### config.mk
export PLATFORM = sky130hd
export DESIGN_NAME = ex_divider
export DESIGN_NICKNAME = d
export VERILOG_FILES = /design/src/hw/ex_pkg.sv /design/src/hw/ex_divider.sv
export SDC_FILE = /design/constraint.sdc
export NUM_CORES = 1
export LEC_CHECK = 0
export BUFFER_PORTS_ARGS = -buffer_cell sky130_fd_sc_hd__buf_2
export CAP_MARGIN = 30
export CORE_ASPECT_RATIO = 1.25
export CORE_MARGIN = 3
export CORE_UTILIZATION = 37
export DETAILED_ROUTE_END_ITERATION = 7
export PLACE_DENSITY = 0.55
export SYNTH_ARGS = -nofsm -noshare
export SYNTH_HDL_FRONTEND = slang
export SYNTH_SLANG_ARGS = --single-unit
### constraint.sdc
create_clock -name i_clk -period 8.4 [get_ports i_clk]
set_input_delay 0 -clock i_clk [delete_from_list [all_inputs] [get_ports i_clk]]
set_output_delay 0 -clock i_clk [all_outputs]
set_load 0.01 [all_outputs]
### src/hw/ex_pkg.sv
// ex_pkg: shared widths, operation and branch codes, and control states of the execute stage
`default_nettype none

package ex_pkg;

  localparam int XLEN = 64;

  // operands, pc and results
  typedef logic [XLEN-1:0] xlen_t;

  // alu operation codes
  typedef logic [4:0] alu_op_t;
  localparam alu_op_t ALU_ADD    = 5'd0;
  localparam alu_op_t ALU_SUB    = 5'd1;
  localparam alu_op_t ALU_SLT    = 5'd2;
  localparam alu_op_t ALU_SLTU   = 5'd3;
  localparam alu_op_t ALU_XOR    = 5'd4;
  localparam alu_op_t ALU_AND    = 5'd5;
  localparam alu_op_t ALU_OR     = 5'd6;
  localparam alu_op_t ALU_SLL    = 5'd7;
  localparam alu_op_t ALU_SRL    = 5'd8;
  localparam alu_op_t ALU_SRA    = 5'd9;
  localparam alu_op_t ALU_MUL    = 5'd10;
  localparam alu_op_t ALU_DIV    = 5'd11;
  localparam alu_op_t ALU_DIVU   = 5'd12;
  localparam alu_op_t ALU_REM    = 5'd13;
  localparam alu_op_t ALU_REMU   = 5'd14;
  localparam alu_op_t ALU_COPY   = 5'd15;
  localparam alu_op_t ALU_MULH   = 5'd25;
  localparam alu_op_t ALU_MULHSU = 5'd26;
  localparam alu_op_t ALU_MULHU  = 5'd27;

  // branch codes where lt and ge rely on the less flag
  typedef logic [2:0] branch_t;
  localparam branch_t BR_NONE = 3'd0;
  localparam branch_t BR_JAL  = 3'd1;
  localparam branch_t BR_JALR = 3'd2;
  localparam branch_t BR_EQ   = 3'd4;
  localparam branch_t BR_NE   = 3'd5;
  localparam branch_t BR_LT   = 3'd6;
  localparam branch_t BR_GE   = 3'd7;

  // second operand source
  typedef logic [1:0] bsrc_t;
  localparam bsrc_t BSRC_RS2  = 2'd0;
  localparam bsrc_t BSRC_IMM  = 2'd1;
  localparam bsrc_t BSRC_FOUR = 2'd2;

  typedef enum logic [1:0] {IDLE, DIVIDE, HOLD} ctrl_state_t;

endpackage

`default_nettype wire
### src/hw/ex_divider.sv
// ex_divider: iterative restoring divider for signed and unsigned quotient and remainder
`timescale 1ns/1ns
`default_nettype none

module ex_divider (
  input  logic          i_clk,
  input  logic          i_rst,
  input  logic          i_start,
  input  logic          i_signed,
  input  logic          i_rem,
  input  logic          i_word,
  input  ex_pkg::xlen_t i_a,
  input  ex_pkg::xlen_t i_b,
  output logic          o_done,
  output ex_pkg::xlen_t o_result
);

  logic          a_neg, b_neg;
  ex_pkg::xlen_t a_abs, b_abs, a_mag, b_mag;
  logic          busy;
  logic [6:0]    count;
  ex_pkg::xlen_t quo, rem, divisor;
  logic          neg_q, neg_r, b_zero, rem_sel;
  logic [64:0]   trial, diff;
  ex_pkg::xlen_t quo_fix, rem_fix;

  // magnitudes with word operands taken from the low 32 bits
  assign a_neg = i_signed & (i_word ? i_a[31] : i_a[63]);
  assign b_neg = i_signed & (i_word ? i_b[31] : i_b[63]);
  assign a_abs = a_neg ? -i_a : i_a;
  assign b_abs = b_neg ? -i_b : i_b;
  assign a_mag = i_word ? {32'b0, a_abs[31:0]} : a_abs;
  assign b_mag = i_word ? {32'b0, b_abs[31:0]} : b_abs;

  // shift in the next dividend bit and keep the difference if it did not underflow
  assign trial = {rem, quo[63]};
  assign diff  = trial - {1'b0, divisor};

  always_ff @(posedge i_clk) begin
    if (i_rst) begin
      busy   <= 1'b0;
      count  <= '0;
      o_done <= 1'b0;
    end else begin
      o_done <= 1'b0;
      if (i_start) begin
        busy  <= 1'b1;
        count <= i_word ? 7'd32 : 7'd64;
      end else if (busy) begin
        count <= count - 7'd1;
        if (count == 7'd1) begin
          busy   <= 1'b0;
          o_done <= 1'b1;
        end
      end
    end
  end

  always_ff @(posedge i_clk) begin
    if (i_start) begin
      // word dividend sits in the top half so 32 steps consume it
      quo     <= i_word ? {a_mag[31:0], 32'b0} : a_mag;
      rem     <= '0;
      divisor <= b_mag;
      neg_q   <= a_neg ^ b_neg;
      neg_r   <= a_neg;
      b_zero  <= (b_mag == '0);
      rem_sel <= i_rem;
    end else if (busy) begin
      if (!diff[64]) begin
        rem <= diff[63:0];
        quo <= {quo[62:0], 1'b1};
      end else begin
        rem <= trial[63:0];
        quo <= {quo[62:0], 1'b0};
      end
    end
  end

  // on overflow |min| / 1 with no sign change gives min back
  assign quo_fix  = b_zero ? '1 : (neg_q ? -quo : quo);
  assign rem_fix  = neg_r ? -rem : rem;
  assign o_result = rem_sel ? rem_fix : quo_fix;

  a_no_restart: assert property (@(posedge i_clk) disable iff (i_rst) i_start |-> !busy);

endmodule

`default_nettype wire

==> metrics.csv <==
metric,value,unit
Yosys reg bits,205,
reg2reg end,rem[26],
Final Critical Period,4.99,ns
ys async rst share,0,%
Worst Setup Path Type,reg -> out,
Worst VDD drop,0.118,mV
Detail Placement HPWL,49.0,mm
buffers inserted by post-CTS timing repair,0,
Core Area,49900,sq um
Post-synth EDFFs,132,
fraction of layout cells with a size suffix above 1,11.5,%
GR Overflow Total,0,
Leak,8.90,nW
Area Overhead vs Synth,17.2,%
most frequent cells in the layout,"nor2_1, buf_2, nand2_1, xor2_1, o21ai_0",
Internal Power,2.36,mW
drt wl/cell,19.2,um
setup TNS,0,ns
Final Cycle Share,59.4,%
arrival time of the worst setup path,4.99,ns
Max Buffers Root-to-Sink,3,
switching share of power,38.0,%
initial antenna violation count,0,
DRC Markers,0,
Critical Path Sink Type,output pin,
Synth Flop Type,edfxtp_1,
Critical Path Start Type,register,
"setup slack, reg-to-reg",3.75,ns
Fill cells,5062,
final setup fails,0,
Die Footprint,53700,sq um
CTS clock-pin slew for the worst setup and hold paths,0.06,ns
Routed WL,62.5,mm
final clock skew,0.0113,ns
Power Dens Cells,172,nW/um^2
Max Cap Viol,0,
Synth Instances,2389,
PortBufs,198,
CP required,8.40,ns
Logic pwr share,38.2,%
Antenna Cells,0,
drt initial violations,1378,
DIE WIDTH,208,um
ANT nets after route,0,
first-pass GRT wire length,97.4,mm
htree depth,1,
total CTS buffers,24,
CTS sink cnt,205,
clk_lat worst skew,0.54,ns
Layout Nets,2802,
sequential share of power,34.5,%
Worst Setup SP,rem[9],
sequential area share after synthesis,28.8,%
first-pass iteration count of the detailed router,6,
sw power,1.45,mW
gr usage total,22.2,%
die height,258,um
r2r startpoint,quo[63],
Clock Power Share,27.3,%
"most common cell after layout, fill and taps aside",nor2_1,
Mapped Nets,2595,
Yosys cell types,84,
synth warn,0,
final count of pins violating max slew,0,
syn avg cell area,7.89,sq um
Final Hold Viols,0,
Via density,5.62,
post_cts resized,0,
r2r worst-path depth,15,
vias in the first global route,17400,
f_max,200,MHz
crit path to,o_result[63],
"Max FO, Critical Path",8,
"Cell Area, Synth",18900,sq um
largest net degree at the start of global routing,80,
WHS,0.0312,ns
hold crit path type,in -> reg,
final core utilization,44.3,%
status,"finished, final reports clean",
initial core utilization,37.8,%
IO Pins,199,
Slew @ Worst Pin,0.931,ns
RSZ-0062 raised after global routing,false,
GPL Wtd Cong,0.936,
Max transition margin,37.9,%
Via Count,18300,
clk root buf,clkbuf_16,
Rows,91,
CTS tree,yes,
power by group through the flow:
stage	Combinational, mW	Sequential [mW]	Clock [mW]
6_report	1.45	1.31	1.04
5_1_grt	1.60	1.33	1.10
3_3_place_gp	1.40	1.33	0
3_5_place_dp	1.40	1.33	0
2_1_floorplan	0.990	1.29	0
4_1_cts	1.45	1.31	1.07
worst max-delay path, stage by stage (launching register included):
cell and delay, ns:
dfxtp_1 0.40, or4_1 0.60, nor3_1 0.36, nor3b_2 0.41
nand4_1 0.22, nor3_1 0.36, nand4_1 0.32, or4_1 0.57
o31ai_1 0.27, xor2_1 0.54, a22oi_1 0.20, buf_2 0.20
stage by stage:
| stage | cells | area (sq um) | power, mW | setup slack, ns |
|---|---|---|---|---|
| detailed placement | 3116 | 20300 | 2.73 | 3.72 |
| global placement | 3116 | 20300 | 2.73 | 3.77 |
| floorplan | 2389 | 18900 | 2.28 | 4.96 |
| global route | 3265 | 22100 | 4.04 | 3.19 |
| finish | 3265 | 22100 | 3.81 | 3.41 |
| CTS | 3265 | 22100 | 3.83 | 3.35 |
cell usage after synthesis, types with 43 or more instances:
| cell type | instances | area [sq um] |
|---|---|---|
| xnor2_1 | 137 | 1200 |
| nand2_1 | 162 | 608 |
| clkbuf_1 | 125 | 469 |
| inv_1 | 150 | 563 |
| a21oi_1 | 158 | 791 |
| o31ai_1 | 51 | 383 |
| o21ai_0 | 159 | 796 |
| a211oi_1 | 61 | 458 |
| edfxtp_1 | 132 | 3960 |
| xor2_1 | 160 | 1400 |
| nor3_1 | 91 | 455 |
| ha_1 | 71 | 888 |
| a22oi_1 | 61 | 458 |
| nor2_1 | 239 | 897 |
| dfxtp_1 | 73 | 1460 |
| nand3_1 | 43 | 215 |
what timing repair did:
action / in CTS / in global routing
hold endpoints to repair: 108 / 0
endpoints found under the setup margin: 0 / 0
hold buffers: 105 / 0
cells by family after synthesis:
family                     Yosys count  share of synthesized area [%]
AOI/OAI and AO/OA                  695                           23.6
xor gates and xnor gates           297                           13.8
adders and majority gates           72                           4.82
buffers and inverters              291                           5.86
DFF                                205                           28.8
muxes                               38                           2.06
and+or+nand+nor                    791                           21.2
flip-flops by register name, indices dropped and copies added, names as in the netlist, 7 cells and up:
name and flops:
rem 64, quo 64, count 7, divisor 64
area by class of cell:
| class | instances | area [sq um] | share of cell area, % |
|---|---|---|---|
| timing repair buffer | 321 | 2180 | 9.87 |
| clock buffer | 31 | 671 | 3.03 |
| sequential | 205 | 5430 | 24.5 |
| inverter | 151 | 567 | 2.56 |
| clock inverter | 13 | 98.8 | 0.447 |
| tap | 651 | 815 | 3.68 |
| multi-input combinational | 1893 | 12400 | 55.9 |
metal layers:
metal  track usage, %  part of all wire [%]  vias to the layer above
met5                0                     0                        -
met4             9.01                   4.3                        0
met3             2.39                   5.2                      105
met2             36.3                    45                      585
met1             30.2                    45                     8502
li1                 -                     -                     9151
worst min path at each step:
stage | startpoint | cells past startpoint | end
after floorplan | i_rst | 1 | busy
after global placement | i_rem | 1 | rem_sel
after detailed placement | i_rem | 1 | rem_sel
after CTS | i_a[33] | 4 | quo[33]
after global routing | i_a[47] | 4 | quo[47]
final | i_a[33] | 4 | quo[33]
(Power assumes the default switching activity.)
