$ cat src/hw/ex_pkg.sv
// ex_pkg: shared widths, operation and branch codes, and control states of the execute stage
`default_nettype none

package ex_pkg;

  localparam int XLEN = 64;

  // operands, pc and results
  typedef logic [XLEN-1:0] xlen_t;

  // alu operation codes
  typedef logic [4:0] alu_op_t;
  localparam alu_op_t ALU_ADD    = 5'd0;
  localparam alu_op_t ALU_SUB    = 5'd1;
  localparam alu_op_t ALU_SLT    = 5'd2;
  localparam alu_op_t ALU_SLTU   = 5'd3;
  localparam alu_op_t ALU_XOR    = 5'd4;
  localparam alu_op_t ALU_AND    = 5'd5;
  localparam alu_op_t ALU_OR     = 5'd6;
  localparam alu_op_t ALU_SLL    = 5'd7;
  localparam alu_op_t ALU_SRL    = 5'd8;
  localparam alu_op_t ALU_SRA    = 5'd9;
  localparam alu_op_t ALU_MUL    = 5'd10;
  localparam alu_op_t ALU_DIV    = 5'd11;
  localparam alu_op_t ALU_DIVU   = 5'd12;
  localparam alu_op_t ALU_REM    = 5'd13;
  localparam alu_op_t ALU_REMU   = 5'd14;
  localparam alu_op_t ALU_COPY   = 5'd15;
  localparam alu_op_t ALU_MULH   = 5'd25;
  localparam alu_op_t ALU_MULHSU = 5'd26;
  localparam alu_op_t ALU_MULHU  = 5'd27;

  // branch codes where lt and ge rely on the less flag
  typedef logic [2:0] branch_t;
  localparam branch_t BR_NONE = 3'd0;
  localparam branch_t BR_JAL  = 3'd1;
  localparam branch_t BR_JALR = 3'd2;
  localparam branch_t BR_EQ   = 3'd4;
  localparam branch_t BR_NE   = 3'd5;
  localparam branch_t BR_LT   = 3'd6;
  localparam branch_t BR_GE   = 3'd7;

  // second operand source
  typedef logic [1:0] bsrc_t;
  localparam bsrc_t BSRC_RS2  = 2'd0;
  localparam bsrc_t BSRC_IMM  = 2'd1;
  localparam bsrc_t BSRC_FOUR = 2'd2;

  typedef enum logic [1:0] {IDLE, DIVIDE, HOLD} ctrl_state_t;

endpackage

`default_nettype wire
$ cat src/hw/ex_op_if.sv
// ex_op_if: held instruction fields passed from the control module to the datapath
`timescale 1ns/1ns
`default_nettype none

interface ex_op_if;

  ex_pkg::xlen_t   rs1;
  ex_pkg::xlen_t   rs2;
  ex_pkg::xlen_t   imm;
  ex_pkg::xlen_t   pc;
  ex_pkg::alu_op_t alu_op;
  logic            a_pc;
  logic            word_cut;
  ex_pkg::bsrc_t   b_src;
  ex_pkg::branch_t branch;

  // control side writes the fields
  modport ctrl (output rs1, rs2, imm, pc, alu_op, a_pc, word_cut, b_src, branch);

  // datapath side only reads them
  modport exec (input rs1, rs2, imm, pc, alu_op, a_pc, word_cut, b_src, branch);

endinterface

`default_nettype wire

$ cat src/hw/ex_branch.sv
// ex_branch: branch decision and next-pc adder
`timescale 1ns/1ns
`default_nettype none

module ex_branch (
  ex_op_if.exec         op,
  input  logic          i_zero,
  input  logic          i_less,
  output ex_pkg::xlen_t o_next_pc
);

  logic          taken;
  ex_pkg::xlen_t base, offset;

  always_comb begin
    case (op.branch)
      ex_pkg::BR_NONE: taken = 1'b0;
      ex_pkg::BR_JAL,
      ex_pkg::BR_JALR: taken = 1'b1;
      ex_pkg::BR_EQ:   taken = i_zero;
      ex_pkg::BR_NE:   taken = ~i_zero;
      ex_pkg::BR_LT:   taken = i_less;
      ex_pkg::BR_GE:   taken = ~i_less;
      default:         taken = 1'b0;
    endcase
  end

  // jalr is the only rs1-relative target
  assign base      = (op.branch == ex_pkg::BR_JALR) ? op.rs1 : op.pc;
  assign offset    = taken ? op.imm : 64'd4;
  assign o_next_pc = base + offset;

endmodule

`default_nettype wire

$ cat src/flat_wrapper.sv
// flat-port wrapper written by rule: the top's interface ports become plain ports
module ex_branch_flat 
  (i_zero, i_less, o_next_pc, op_rs1, op_rs2, op_imm, op_pc, op_alu_op, op_a_pc, op_word_cut, op_b_src, op_branch);
  ex_op_if op_i ();
  input  logic i_zero;
  input  logic i_less;
  output ex_pkg::xlen_t o_next_pc;
  input wire logic [$bits(op_i.rs1)-1:0] op_rs1;
  input wire logic [$bits(op_i.rs2)-1:0] op_rs2;
  input wire logic [$bits(op_i.imm)-1:0] op_imm;
  input wire logic [$bits(op_i.pc)-1:0] op_pc;
  input wire logic [$bits(op_i.alu_op)-1:0] op_alu_op;
  input wire logic [$bits(op_i.a_pc)-1:0] op_a_pc;
  input wire logic [$bits(op_i.word_cut)-1:0] op_word_cut;
  input wire logic [$bits(op_i.b_src)-1:0] op_b_src;
  input wire logic [$bits(op_i.branch)-1:0] op_branch;
  assign op_i.rs1 = op_rs1;
  assign op_i.rs2 = op_rs2;
  assign op_i.imm = op_imm;
  assign op_i.pc = op_pc;
  assign op_i.alu_op = op_alu_op;
  assign op_i.a_pc = op_a_pc;
  assign op_i.word_cut = op_word_cut;
  assign op_i.b_src = op_b_src;
  assign op_i.branch = op_branch;
  ex_branch u_core (.op(op_i), .i_zero(i_zero), .i_less(i_less), .o_next_pc(o_next_pc));
endmodule
$ cat config.mk
export PLATFORM = sky130hd
export DESIGN_NAME = ex_branch_flat
export DESIGN_NICKNAME = d
export VERILOG_FILES = /design/src/hw/ex_pkg.sv /design/src/hw/ex_op_if.sv /design/src/hw/ex_branch.sv /design/src/flat_wrapper.sv
export SDC_FILE = /design/constraint.sdc
export NUM_CORES = 1
export LEC_CHECK = 0
export BUFFER_PORTS_ARGS = -buffer_cell sky130_fd_sc_hd__buf_2
export CORE_AREA = 2 2 130 132
export DETAILED_ROUTE_END_ITERATION = 16
export DIE_AREA = 0 0 132 134
export PLACE_DENSITY = 0.64
export SLEW_MARGIN = 20
export SYNTH_ARGS = -nofsm -noshare
export SYNTH_HDL_FRONTEND = slang
export SYNTH_SLANG_ARGS = --single-unit
$ cat constraint.sdc
create_clock -name vclk -period 5
set_clock_uncertainty 0.1 [all_clocks]
set_input_delay 0.75 -clock vclk [all_inputs]
set_output_delay 0.75 -clock vclk [all_outputs]
set_load 0.01 [all_outputs]
==> impl_metrics.json, run 1 <==
{
  "max_stage_delay_ns": 0.40,
  "worst-path-max-fanout": 7,
  "via_per_inst": 5.08,
  "pre_cts_ws_ns": -0.119,
  "dieArea_um2": 17700,
  "clkbuf_count": 0,
  "peakVddDrop_mv": 0.107,
  "rsz0062_at_grt": "yes",
  "hold_violations": 0,
  "avgSynthCellArea_um2": 7.03,
  "end_kind": "output port",
  "finalSetupTns_ns": 0,
  "grt_max_degree": 24,
  "syn_nets": 1047,
  "placement.io_buffers": 261,
  "first_pass_iters": 4,
  "vias": 6714,
  "slew_violations": 0,
  "power.density_nw_per_um2": 191,
  "overflow": 0,
  "seq_area_frac_synth": 0,
  "grt_pass1_wl_um": 29600,
  "final_core_util": 0.519,
  "hold_ws_ns": 1.87,
  "yosysMostFrequentCell": "a21oi_1",
  "setup_viol": 0,
  "core-area_um2": 16300,
  "routed_wl_um": 20000,
  "slew-limit-headroom": 0.767,
  "netlist_instances": 713,
  "crit_type": "in2out",
  "setup_slack_ns": 0.0510,
  "drive_gt1_frac": 0.543,
  "ant_nets": 0,
  "fin_cells": 1322,
  "place_congestion": 0.947,
  "drt_iter0_drc": 361,
  "hp-class": "in2out",
  "seq_cells": 0,
  "num_rows": 47,
  "crit_slowest_cell": "a2111oi_4",
  "ys_warn_count": 0,
  "start_util": 0.308,
  "cp-start-kind": "input pin",
  "cap_violations": 0,
  "hold_buffers": 0,
  "dp.cells": 1307,
  "tightest_slew_ns": 0.347,
  "area_delta_synth_final_pct": 68.7,
  "drc_errors": 0,
  "worstPathCellList": "buf_2 > nor3b_4 > buf_6 > buf_12 > mux2_4 > ha_4 > nand4_1 > o31a_1 > a2111oi_4 > nor2_2 > o31ai_4 > a21oi_4 > o31ai_4 > xor2_1 > buf_2",
  "finalCritPeriodShare": 0.990,
  "status": "complete, no violations",
  "synth_common_cells": "71 x a21oi_1, 66 x and2_1, 63 x ha_1, 63 x mux2_2, 53 x nand2_1",
  "dpl.hpwl_um": 16500,
  "netlist_area_um2": 5010,
  "die_h_um": 134,
  "synth.area.top_cells": "ha_1 16%, mux2_2 14%, and2_1 8.2%",
  "io_pins": 334,
  "synth.distinct_cells": 59,
  "finalCriticalPeriod_ns": 4.95,
  "cellLeakagePower_nw": 4.10,
  "fin_nets": 1437,
  "wl_per_cell_um": 15.1,
  "die_x_um": 132,
  "placed_area_um2": 7650,
  "nFillCells": 1607,
  "synth.largest_area_cell": "ha_1",
  "grt_usage": 0.198,
  "finalInstanceArea_um2": 8460,
  "multi_input_area_um2": 5450,
  "yosysTopAreaCellShare": 0.157,
  "first_global_vias": 6288,
  "ff_latch_area_um2": 0,
  "antenna_found_initial": 2,
  "cp_data_required_time_ns": 4.15,
  "fmax_ghz": 0.202,
  "worstPathArrival_ns": 4.10,
  "fin_total_pwr_mw": 1.62
}
-- report_power, final --
group	internal, mW	switching [mW]	total, mW
sequential	0	0	0
clock	0.0000000267	0	0.0000000267
combinational	0.800	0.817	1.62
total	0.800	0.817	1.62
-- logic make-up (layout without fill, tap and decap cells) --
group	Yosys count	in the layout	synth area share
other cells	0	1	0
mux	65	65	0.145
xor+xnor	61	61	0.107
compound gates	223	223	0.287
buf+inv	49	437	0.0397
fa+ha+maj	64	64	0.161
simple gates	251	251	0.260
-- cell type report --
type                            instances  share of cell area
Timing Repair Buffer                  428               0.319
Antenna cell                            1            0.000296
Inverter                                9             0.00399
Multi-Input combinational cell        664               0.644
Tap cell                              220              0.0325
-- cell usage in the layout (no fill, tap or decap), drive strengths merged, types with 3 or more instances in the layout --
master  synthesis  routed
xnor2          33      33
a221oi          3       3
a21boi          6       6
o21ai          45      45
nand2          53      53
o31ai           6       6
a21oi          72      72
nor2b           6       6
xor2           28      28
a31oi           9       9
inv             9       9
nand2b          5       5
nor3           13      13
nor2           51      51
o21a            9       9
clkbuf         36       3
mux2           63      63
o21bai         13      13
nand3          11      11
a21o           35      35
ha             63      63
nand4          29      29
buf             4     425
a211oi          7       7
a41oi           3       3
and2           67      67
and3            5       5
or3             3       3
-- final timing paths --
kind / startpoint / endpoint / slack, ns / cells past startpoint
setup / recovery: op_branch[0] / o_next_pc[61] / 0.05 / 15
hold / removal: op_imm[0] / o_next_pc[0] / 1.87 / 4
-- timing repair --
action / 4_1_cts / 5_1_grt
cloned: 0 / 4
gates resized for setup: 13 / 116
setup buffers: 0 / 10
pin swaps: 9 / 37
hold endpoints to repair: 0 / 0
endpoints found under the setup margin: 17 / 31
-- critical path: cells and delay by family --
family	cells	cell delay (ns)
simple gates	3	0.45
fa+ha+maj	1	0.30
compound gates	5	1.48
xor+xnor	1	0.20
mux	1	0.31
buf+inv	4	0.59
-- routing by layer --
layer | global-route usage | wire (µm) | vias up
met2 | 0.364 | 9850 | 217
met3 | 0.0159 | 959 | 26
li1 | - | - | 3398
met5 | 0 | 13 | -
met1 | 0.257 | 8820 | 3071
met4 | 0.0242 | 335 | 2
(Power assumes the default switching activity.)
==> inputs of run 2 (changes only) <==
- CORE_AREA: 2 2 130 132 -> 2 2 129 131
- DIE_AREA: 0 0 132 134 -> 0 0 131 133
- PLACE_DENSITY: 0.64 -> 0.63
- REMOVE_ABC_BUFFERS: unset -> 1
- clock period: 5 -> 6.3 ns (I/O delays scaled with it)
==> impl_metrics.json, run 2 (synthesis gave the netlist of run 1 again) <==
{
  "status": "complete, no violations",
  "via_per_inst": 5.19,
  "routed_wl_um": 17100,
  "hold_violations": 0,
  "wl_per_cell_um": 14.7,
  "slew-limit-headroom": 0.637,
  "start_util": 0.310,
  "ff_latch_area_um2": 0,
  "fmax_ghz": 0.169,
  "dieArea_um2": 17400,
  "end_kind": "output port",
  "overflow": 0,
  "finalSetupTns_ns": 0,
  "io_pins": 334,
  "ant_nets": 0,
  "layout_common_cells": "261 x buf_2, 71 x a21oi_1, 66 x and2_1, 63 x mux2_2, 63 x ha_1",
  "hp-start": "op_imm[0]",
  "place_congestion": 0.953,
  "grt_usage": 0.185,
  "tightest_slew_ns": 0.541,
  "die_x_um": 131,
  "cp-start-kind": "input pin",
  "fin_cells": 1165,
  "mostFrequentLayoutCell": "buf_2",
  "slew_violations": 0,
  "finalCriticalPeriod_ns": 5.91,
  "finalCritPeriodShare": 0.939,
  "first_pass_iters": 5,
  "cellLeakagePower_nw": 3.21,
  "min_to": "o_next_pc[0]",
  "hp-class": "in2out",
  "cap_violations": 0,
  "hold_buffers": 0,
  "cp_data_required_time_ns": 5.25,
  "vias": 6042,
  "num_rows": 47,
  "dp.cells": 1164,
  "setup_viol": 0,
  "fin_total_pwr_uw": 959,
  "grt_pass1_wl_um": 26900,
  "first_global_vias": 5620,
  "die_h_um": 133,
  "hold_ws_ns": 2.22,
  "core-area_um2": 16200,
  "antenna_found_initial": 1,
  "fin_nets": 1280,
  "area_delta_synth_final_pct": 30.3,
  "worstPathArrival_ns": 4.87,
  "grt_max_degree": 29,
  "placement.io_buffers": 261,
  "seq_cells": 0,
  "power.density_nw_per_um2": 147,
  "hold_depth": 4,
  "worst-path-max-fanout": 28,
  "rsz0062_at_grt": "no",
  "drive_gt1_frac": 0.368,
  "dpl.hpwl_um": 15000,
  "cts_resized": 0,
  "post_cts_buffers": 0,
  "peakVddDrop_mv": 0.0705,
  "pre_cts_ws_ns": 0.450,
  "drc_errors": 0,
  "crit_type": "in2out",
  "clkbuf_count": 0,
  "setup_slack_ns": 0.387,
  "drt_iter0_drc": 446
}
-- run 2: changes by cell type in the layout (fill, tap and decap cells not counted), sizes merged --
cell | previous run | this run
buf | 425 | 271
clkbuf | 3 | 0
-- run 2: cell type report --
type,instances,area [µm²]
well taps,220,275
multi-input cells,664,4840
repair buffers,271,1380
fillers,1804,9640
diodes,1,2.50
inverters,9,33.8
-- run 2: where the power goes --
part           switching [mW]  internal, mW
Sequential                  0             0
Combinational           0.545         0.414
Clock                       0  0.0000000213
-- run 2: metal layers --
metal | wire length, µm | track usage
met4 | 186 | 0.0165
met2 | 8050 | 0.327
met5 | 0 | 0
met1 | 7740 | 0.249
met3 | 1170 | 0.0218
-- run 2: worst max-delay path by stage --
stage                             from            end  cells past startpoint
after floorplan           op_branch[0]  o_next_pc[41]                     12
after global placement    op_branch[2]  o_next_pc[56]                     18
after detailed placement  op_branch[2]  o_next_pc[56]                     18
after CTS                 op_branch[2]  o_next_pc[56]                     18
after global routing      op_branch[2]  o_next_pc[56]                     18
final                     op_branch[2]  o_next_pc[56]                     18
-- run 2: stage by stage --
stage	area, µm²	utilization
after global routing	6530	0.404
after CTS	6530	0.404
after global placement	6530	0.404
after detailed placement	6530	0.404
final	6530	0.404
after floorplan	4850	-
-- run 2: worst max-delay path: stages --
cell and delay [ns]:
buf_2 0.11, a21oi_1 0.06, a31oi_1 0.34, xor2_4 0.29, buf_4 0.29, and2_1 0.16, ha_1 0.31, a21oi_1 0.25
o21ai_1 0.13, a211oi_1 0.35, o21ai_1 0.12, a41oi_1 0.18, buf_4 0.17, o21ai_1 0.20, a211oi_1 0.48, o21ai_1 0.12
xor2_1 0.17, buf_2 0.17
