===== config.mk =====
export PLATFORM = sky130hd
export DESIGN_NAME = ex_ctrl_flat
export DESIGN_NICKNAME = d
export VERILOG_FILES = /design/src/hw/ex_pkg.sv /design/src/hw/ex_op_if.sv /design/src/hw/ex_ctrl.sv /design/src/flat_wrapper.sv
export SDC_FILE = /design/constraint.sdc
export NUM_CORES = 1
export LEC_CHECK = 0
export BUFFER_PORTS_ARGS = -buffer_cell sky130_fd_sc_hd__buf_4
export CAP_MARGIN = 20
export CORE_AREA = 8 8 376 378
export CTS_BUF_LIST = sky130_fd_sc_hd__clkbuf_8
export DETAILED_ROUTE_END_ITERATION = 12
export DIE_AREA = 0 0 384 386
export GPL_ROUTABILITY_DRIVEN = 0
export GPL_TIMING_DRIVEN = 1
export PLACE_DENSITY_LB_ADDON = 0.12
export SLEW_MARGIN = 20
export SYNTH_ARGS = -nofsm -noshare
export SYNTH_HDL_FRONTEND = slang
export SYNTH_SLANG_ARGS = --single-unit

===== constraint.sdc =====
create_clock -name i_clk -period 8.6 [get_ports i_clk]
set_input_delay 1.72 -clock i_clk [delete_from_list [all_inputs] [get_ports i_clk]]
set_output_delay 1.72 -clock i_clk [all_outputs]
set_load 0.02 [all_outputs]

===== src/hw/ex_pkg.sv =====
// ex_pkg: shared widths, operation and branch codes, and control states of the execute stage
`default_nettype none

package ex_pkg;

  localparam int XLEN = 64;

  // operands, pc and results
  typedef logic [XLEN-1:0] xlen_t;

  // alu operation codes
  typedef logic [4:0] alu_op_t;
  localparam alu_op_t ALU_ADD    = 5'd0;
  localparam alu_op_t ALU_SUB    = 5'd1;
  localparam alu_op_t ALU_SLT    = 5'd2;
  localparam alu_op_t ALU_SLTU   = 5'd3;
  localparam alu_op_t ALU_XOR    = 5'd4;
  localparam alu_op_t ALU_AND    = 5'd5;
  localparam alu_op_t ALU_OR     = 5'd6;
  localparam alu_op_t ALU_SLL    = 5'd7;
  localparam alu_op_t ALU_SRL    = 5'd8;
  localparam alu_op_t ALU_SRA    = 5'd9;
  localparam alu_op_t ALU_MUL    = 5'd10;
  localparam alu_op_t ALU_DIV    = 5'd11;
  localparam alu_op_t ALU_DIVU   = 5'd12;
  localparam alu_op_t ALU_REM    = 5'd13;
  localparam alu_op_t ALU_REMU   = 5'd14;
  localparam alu_op_t ALU_COPY   = 5'd15;
  localparam alu_op_t ALU_MULH   = 5'd25;
  localparam alu_op_t ALU_MULHSU = 5'd26;
  localparam alu_op_t ALU_MULHU  = 5'd27;

  // branch codes where lt and ge rely on the less flag
  typedef logic [2:0] branch_t;
  localparam branch_t BR_NONE = 3'd0;
  localparam branch_t BR_JAL  = 3'd1;
  localparam branch_t BR_JALR = 3'd2;
  localparam branch_t BR_EQ   = 3'd4;
  localparam branch_t BR_NE   = 3'd5;
  localparam branch_t BR_LT   = 3'd6;
  localparam branch_t BR_GE   = 3'd7;

  // second operand source
  typedef logic [1:0] bsrc_t;
  localparam bsrc_t BSRC_RS2  = 2'd0;
  localparam bsrc_t BSRC_IMM  = 2'd1;
  localparam bsrc_t BSRC_FOUR = 2'd2;

  typedef enum logic [1:0] {IDLE, DIVIDE, HOLD} ctrl_state_t;

endpackage

`default_nettype wire

===== src/hw/ex_op_if.sv =====
// ex_op_if: held instruction fields passed from the control module to the datapath
`timescale 1ns/1ns
`default_nettype none

interface ex_op_if;

  ex_pkg::xlen_t   rs1;
  ex_pkg::xlen_t   rs2;
  ex_pkg::xlen_t   imm;
  ex_pkg::xlen_t   pc;
  ex_pkg::alu_op_t alu_op;
  logic            a_pc;
  logic            word_cut;
  ex_pkg::bsrc_t   b_src;
  ex_pkg::branch_t branch;

  // control side writes the fields
  modport ctrl (output rs1, rs2, imm, pc, alu_op, a_pc, word_cut, b_src, branch);

  // datapath side only reads them
  modport exec (input rs1, rs2, imm, pc, alu_op, a_pc, word_cut, b_src, branch);

endinterface

`default_nettype wire


===== src/hw/ex_ctrl.sv =====
// ex_ctrl: holds the issued instruction, sequences the divider and runs both handshakes
`timescale 1ns/1ns
`default_nettype none

module ex_ctrl (
  input  logic            i_clk,
  input  logic            i_rst,
  input  logic            i_valid,
  output logic            o_ready,
  input  ex_pkg::xlen_t   i_rs1,
  input  ex_pkg::xlen_t   i_rs2,
  input  ex_pkg::xlen_t   i_imm,
  input  ex_pkg::xlen_t   i_pc,
  input  ex_pkg::alu_op_t i_alu_op,
  input  logic            i_a_pc,
  input  logic            i_word_cut,
  input  ex_pkg::bsrc_t   i_b_src,
  input  ex_pkg::branch_t i_branch,
  ex_op_if.ctrl           op,
  input  ex_pkg::xlen_t   i_alu_result,
  input  ex_pkg::xlen_t   i_next_pc,
  output logic            o_div_start,
  output logic            o_div_signed,
  output logic            o_div_rem,
  output ex_pkg::xlen_t   o_div_a,
  output ex_pkg::xlen_t   o_div_b,
  input  logic            i_div_done,
  input  ex_pkg::xlen_t   i_div_result,
  output logic            o_res_valid,
  input  logic            i_res_ready,
  output ex_pkg::xlen_t   o_result,
  output ex_pkg::xlen_t   o_next_pc
);

  ex_pkg::ctrl_state_t state;
  logic                pending;
  logic                is_div;
  ex_pkg::xlen_t       src_a, src_b;

  // pending marks the cycle after issue when the held fields are evaluated
  assign o_ready     = (state == ex_pkg::IDLE) && !pending;
  assign o_res_valid = (state == ex_pkg::HOLD);

  assign is_div = (op.alu_op == ex_pkg::ALU_DIV) || (op.alu_op == ex_pkg::ALU_DIVU) ||
                  (op.alu_op == ex_pkg::ALU_REM) || (op.alu_op == ex_pkg::ALU_REMU);
  assign o_div_signed = (op.alu_op == ex_pkg::ALU_DIV) || (op.alu_op == ex_pkg::ALU_REM);
  assign o_div_rem    = (op.alu_op == ex_pkg::ALU_REM) || (op.alu_op == ex_pkg::ALU_REMU);
  assign o_div_start  = pending && is_div;

  assign src_a = op.a_pc ? op.pc : op.rs1;
  always_comb begin
    case (op.b_src)
      ex_pkg::BSRC_IMM:  src_b = op.imm;
      ex_pkg::BSRC_FOUR: src_b = 64'd4;
      default:           src_b = op.rs2;
    endcase
  end

  // word division works on sign-extended low words
  assign o_div_a = op.word_cut ? {{32{src_a[31]}}, src_a[31:0]} : src_a;
  assign o_div_b = op.word_cut ? {{32{src_b[31]}}, src_b[31:0]} : src_b;

  always_ff @(posedge i_clk) begin
    if (i_rst) begin
      state   <= ex_pkg::IDLE;
      pending <= 1'b0;
    end else begin
      case (state)
        ex_pkg::IDLE: begin
          if (pending) begin
            pending <= 1'b0;
            state   <= is_div ? ex_pkg::DIVIDE : ex_pkg::HOLD;
          end else if (i_valid) begin
            pending <= 1'b1;
          end
        end
        ex_pkg::DIVIDE: if (i_div_done) state <= ex_pkg::HOLD;
        ex_pkg::HOLD:   if (i_res_ready) state <= ex_pkg::IDLE;
        default:        state <= ex_pkg::IDLE;
      endcase
    end
  end

  // held instruction fields
  always_ff @(posedge i_clk) begin
    if (i_valid && o_ready) begin
      op.rs1      <= i_rs1;
      op.rs2      <= i_rs2;
      op.imm      <= i_imm;
      op.pc       <= i_pc;
      op.alu_op   <= i_alu_op;
      op.a_pc     <= i_a_pc;
      op.word_cut <= i_word_cut;
      op.b_src    <= i_b_src;
      op.branch   <= i_branch;
    end
  end

  // result and next pc registers
  always_ff @(posedge i_clk) begin
    if (pending) begin
      o_next_pc <= i_next_pc;
      if (!is_div)
        o_result <= i_alu_result;
    end else if (state == ex_pkg::DIVIDE && i_div_done) begin
      o_result <= op.word_cut ? {{32{i_div_result[31]}}, i_div_result[31:0]} : i_div_result;
    end
  end

  // the divider may only finish while the control waits for it
  a_done_in_divide: assert property (@(posedge i_clk) disable iff (i_rst)
    i_div_done |-> (state == ex_pkg::DIVIDE));

  a_result_held: assert property (@(posedge i_clk) disable iff (i_rst)
    o_res_valid && !i_res_ready |=> o_res_valid && $stable(o_result) && $stable(o_next_pc));

endmodule

`default_nettype wire


===== src/flat_wrapper.sv =====
// flat-port wrapper written by rule: the top's interface ports become plain ports
module ex_ctrl_flat 
  (i_clk, i_rst, i_valid, o_ready, i_rs1, i_rs2, i_imm, i_pc, i_alu_op, i_a_pc, i_word_cut, i_b_src, i_branch, i_alu_result, i_next_pc, o_div_start, o_div_signed, o_div_rem, o_div_a, o_div_b, i_div_done, i_div_result, o_res_valid, i_res_ready, o_result, o_next_pc, op_rs1, op_rs2, op_imm, op_pc, op_alu_op, op_a_pc, op_word_cut, op_b_src, op_branch);
  ex_op_if op_i ();
  input  logic i_clk;
  input  logic i_rst;
  input  logic i_valid;
  output logic o_ready;
  input  ex_pkg::xlen_t i_rs1;
  input  ex_pkg::xlen_t i_rs2;
  input  ex_pkg::xlen_t i_imm;
  input  ex_pkg::xlen_t i_pc;
  input  ex_pkg::alu_op_t i_alu_op;
  input  logic i_a_pc;
  input  logic i_word_cut;
  input  ex_pkg::bsrc_t i_b_src;
  input  ex_pkg::branch_t i_branch;
  input  ex_pkg::xlen_t i_alu_result;
  input  ex_pkg::xlen_t i_next_pc;
  output logic o_div_start;
  output logic o_div_signed;
  output logic o_div_rem;
  output ex_pkg::xlen_t o_div_a;
  output ex_pkg::xlen_t o_div_b;
  input  logic i_div_done;
  input  ex_pkg::xlen_t i_div_result;
  output logic o_res_valid;
  input  logic i_res_ready;
  output ex_pkg::xlen_t o_result;
  output ex_pkg::xlen_t o_next_pc;
  output wire logic [$bits(op_i.rs1)-1:0] op_rs1;
  output wire logic [$bits(op_i.rs2)-1:0] op_rs2;
  output wire logic [$bits(op_i.imm)-1:0] op_imm;
  output wire logic [$bits(op_i.pc)-1:0] op_pc;
  output wire logic [$bits(op_i.alu_op)-1:0] op_alu_op;
  output wire logic [$bits(op_i.a_pc)-1:0] op_a_pc;
  output wire logic [$bits(op_i.word_cut)-1:0] op_word_cut;
  output wire logic [$bits(op_i.b_src)-1:0] op_b_src;
  output wire logic [$bits(op_i.branch)-1:0] op_branch;
  assign op_rs1 = op_i.rs1;
  assign op_rs2 = op_i.rs2;
  assign op_imm = op_i.imm;
  assign op_pc = op_i.pc;
  assign op_alu_op = op_i.alu_op;
  assign op_a_pc = op_i.a_pc;
  assign op_word_cut = op_i.word_cut;
  assign op_b_src = op_i.b_src;
  assign op_branch = op_i.branch;
  ex_ctrl u_core (.i_clk(i_clk), .i_rst(i_rst), .i_valid(i_valid), .o_ready(o_ready), .i_rs1(i_rs1), .i_rs2(i_rs2), .i_imm(i_imm), .i_pc(i_pc), .i_alu_op(i_alu_op), .i_a_pc(i_a_pc), .i_word_cut(i_word_cut), .i_b_src(i_b_src), .i_branch(i_branch), .op(op_i), .i_alu_result(i_alu_result), .i_next_pc(i_next_pc), .o_div_start(o_div_start), .o_div_signed(o_div_signed), .o_div_rem(o_div_rem), .o_div_a(o_div_a), .o_div_b(o_div_b), .i_div_done(i_div_done), .i_div_result(i_div_result), .o_res_valid(o_res_valid), .i_res_ready(i_res_ready), .o_result(o_result), .o_next_pc(o_next_pc));
endmodule

==> metrics.md <==
| Metric | Value |
|---|---|
| Via/cell ratio | `~3.2` |
| Leak pwr | `between 10 and 15 nW` |
| Worst R2R Path Depth | `3` |
| Most Used Layer, Global Route | `met2` |
| CP Launch Point | `u_core.op.b_src[1]` |
| Final Hold Fails | `0` |
| CTS tree | `built` |
| Switch Pwr | `about 0.0017 W` |
| Netlist cell types | `34` |
| Worst vdd rail ir drop | `between 100 and 150 uV` |
| Fraction of layout cells with a size suffix above 1 | `61.7%` |
| Worst-path clk slew | `around 0.050 ns` |
| Synth-to-layout area growth | `74.9%` |
| Hpwl dp | `~73000 um` |
| CP Buf/Inv Count | `3` |
| Most frequent cells in the layout | `buf_4, edfxtp_1, clkbuf_8, a21oi_1, mux2_2` |
| Pwr Density | `210 nW/um2` |
| Setup Total Neg Slack | `0 ns` |
| Critical Path Sink | `o_div_b[53]` |
| Reg-to-Reg Start | `u_core.pending` |
| Clock power frac | `34.4%` |
| Post-Place Cells | `3546` |
| Commonest non-fill, non-tap cell in the layout | `buf_4` |
| Most common cell on crit path | `buf_4` |
| TritonCTS Sinks | `399` |
| Worst Path Arrival | `3.54 ns` |
| Largest net degree at the start of global routing | `roughly 130` |
| Maximum clock path buffer count | `3` |
| Die area | `148000 um2` |
| Crit Path Category | `reg2out` |
| Post-Syn Area | `roughly 15000 um2` |
| Tmin final | `5.26 ns` |
| Syn Area/Cell | `18.3 um2` |
| Max Freq | `around 190 MHz` |
| Starting Density | `between 10 and 15%` |
| Critical Path Stages | `6` |
| Commonest register cell after synthesis | `edfxtp_1` |
| EDFF count, synth | `396` |
| Slew @ Worst Pin | `1.05 ns` |
| Vias in the first global route | `13200` |
| Post-DRT Antenna Nets | `0` |
| Sw Share | `30.8%` |
| Row cnt | `around 140` |
| Global Route met1 Usage | `a little under an eighth` |
| Top cell family by delay on the critical path | `adder cells` |
| Synthesized flop and latch total | `399` |
| Die Ht | `386 um` |
| Die X | `384 um` |
| CP required | `6.88 ns` |
| Register area share after synthesis | `80.6%` |
| Final setup viols | `0` |
| Hold_ws | `around 0.57 ns` |
| RR Endpoint | `u_core.o_result[38]` |
| GRT met2 Usage | `a little under a fifth` |
| Crit-path max cell delay | `1.06 ns` |
| Crit. End Element | `output port` |
| DRC violations left | `0` |
| Yosys warning count | `0` |
| Hold wc startpoint | `u_core.state[1]` |
| MaxCap Viol Count | `0` |
| Top cell type's share of synthesized area | `80.2%` |
| Hold Buf Count CTS | `0` |
| Core footprint | `135000 um2` |
| Max Slew Vio Count | `0` |
| Final wirelength | `90100 um` |
| M3 GR Usage | `about 7.1%` |
| Non-filler instance count after layout | `3708` |
| Worst min path class | `reg2reg` |
| RSZ-0062 raised after global routing | `false` |
| Number of I/O port buffers | `993` |
| Tot GR Track Use | `approximately 11%` |
| Pint | `around 0.0038 W` |
| Ys async rst share | `0%` |
| DR pass1 iterations | `4` |
| Root Buffer | `clkbuf_8` |
| Crit-path max FO | `46` |
| Final Cycle Share | `61.2%` |
| Post-CTS setup buffers | `0` |
| CP max-delay cell | `ha_2` |
| Clock buffer count from CTS | `85` |
| Worst rel slew slack | `30.0%` |
| Synth top area cells | `edfxtp_1, mux2_2, mux2i_1` |
| Iter 0 DRT Violations | `580` |
| Antenna violations before repair | `21` |
| Clock Skews | `0.0351 ns` |
| IO Pins | `a little under 1000` |
| Post-cts resize count | `0` |
| Type of origin of the critical path | `flop` |
| Clk_lat worst skew | `between 0.7 and 0.8 ns` |
| Worst reg2reg setup slack | `roughly 5.4 ns` |
| Vias | `12000` |
| Total gr overflow | `0` |
| # H-tree levels | `3` |
| Seq pwr share | `44.8%` |
| Final #Nets | `2319` |
| DR WL/cell | `24.3 um` |
| Worst-path cell chain | `ha_2 -> buf_4 -> o211a_1 -> buf_4 -> nor2_1 -> buf_4` |
| Cells after Synth | `812` |
| First-pass GRT wire length | `116000 um` |
| Synth area leader | `edfxtp_1` |
| Net Count, Synth | `1279` |
| Outcome | `complete, no violations` |
| Gate power share | `20.8%` |
[registers in the layout (all words and copies together), names as in the netlist]
signal              count
u_core.op.rs2          64
u_core.op.imm          64
u_core.op.alu_op        5
u_core.o_result        64
u_core.op.a_pc          1
u_core.op.pc           64
u_core.o_next_pc       64
u_core.op.branch        3
u_core.state            2
u_core.op.rs1          64
u_core.pending          1
u_core.op.b_src         2
u_core.op.word_cut      1
[routing by layer]
metal | wire length [um] | part of all wire [%]
met3 | 11900 | 13
met1 | 31700 | 35
met2 | 44000 | 49
met5 | 44 | 0.049
met4 | 2450 | 2.7
[cells in the mapped netlist, types with 2 or more instances]
master	count
a22o_1	30
nor4b_1	2
mux2i_1	34
clkbuf_1	17
buf_4	12
ha_1	2
a221oi_1	32
edfxtp_1	396
xor2_1	2
nand3b_1	2
o21ai_1	5
a21oi_1	66
and3_1	2
dfxtp_1	3
nor2_1	33
o21ai_0	30
and2_1	2
mux2_2	63
inv_1	4
nand2_1	37
nor2b_1	3
buf_2	23
[worst min-delay path by stage]
stage	depth (start not counted)	end	slack (ns)
finish	1	u_core.state[1]	0.57
CTS	1	u_core.state[1]	0.57
global route	1	u_core.state[1]	0.62
floorplan	1	u_core.state[1]	0.51
global placement	1	u_core.state[1]	0.57
detailed placement	1	u_core.state[1]	0.57
[through the flow]
stage	utilization, %	setup slack (ns)	instance area, um2	power, W
final	19.2	3.34	25900	0.00545
after global routing	19.2	3.02	25900	0.00574
after CTS	19.2	3.23	25900	0.00563
after detailed placement	18.1	4.08	24400	0.00365
after global placement	18.1	4.15	24400	0.00365
after floorplan	-	0.666	14800	0.00296
[cell type report]
| type | count | area, um2 |
|---|---|---|
| fillers | 14700 | 109000 |
| well taps | 1781 | 2230 |
| diodes | 19 | 47.5 |
| multi-input cells | 354 | 2590 |
| inverters | 5 | 27.5 |
| repair buffers | 1007 | 7590 |
| clock inverters | 57 | 302 |
| clock buffers | 86 | 1180 |
| flip-flops and latches | 399 | 12000 |
[power by group through the flow]
stage | Clock [W] | Sequential (W) | Combinational, W
final | 0.00187 | 0.00244 | 0.00114
after floorplan | 0 | 0.00262 | 0.000334
after global placement | 0 | 0.00248 | 0.00117
after detailed placement | 0 | 0.00248 | 0.00117
after CTS | 0.00202 | 0.00244 | 0.00117
after global routing | 0.00208 | 0.00245 | 0.00121
[kinds of logic after synthesis]
logic type | count (synthesis) | share of synthesized area (%)
AO/OA/AOI/OAI | 169 | 7.43
multiplexers | 98 | 7.19
flip-flops | 399 | 80.6
AND/OR/NAND/NOR | 83 | 2.40
buffers and inverters | 59 | 2.05
adder cells (fa/ha/maj) | 2 | 0.169
XOR/XNOR | 2 | 0.118
Note: power is estimated with default switching activity, not from simulation.
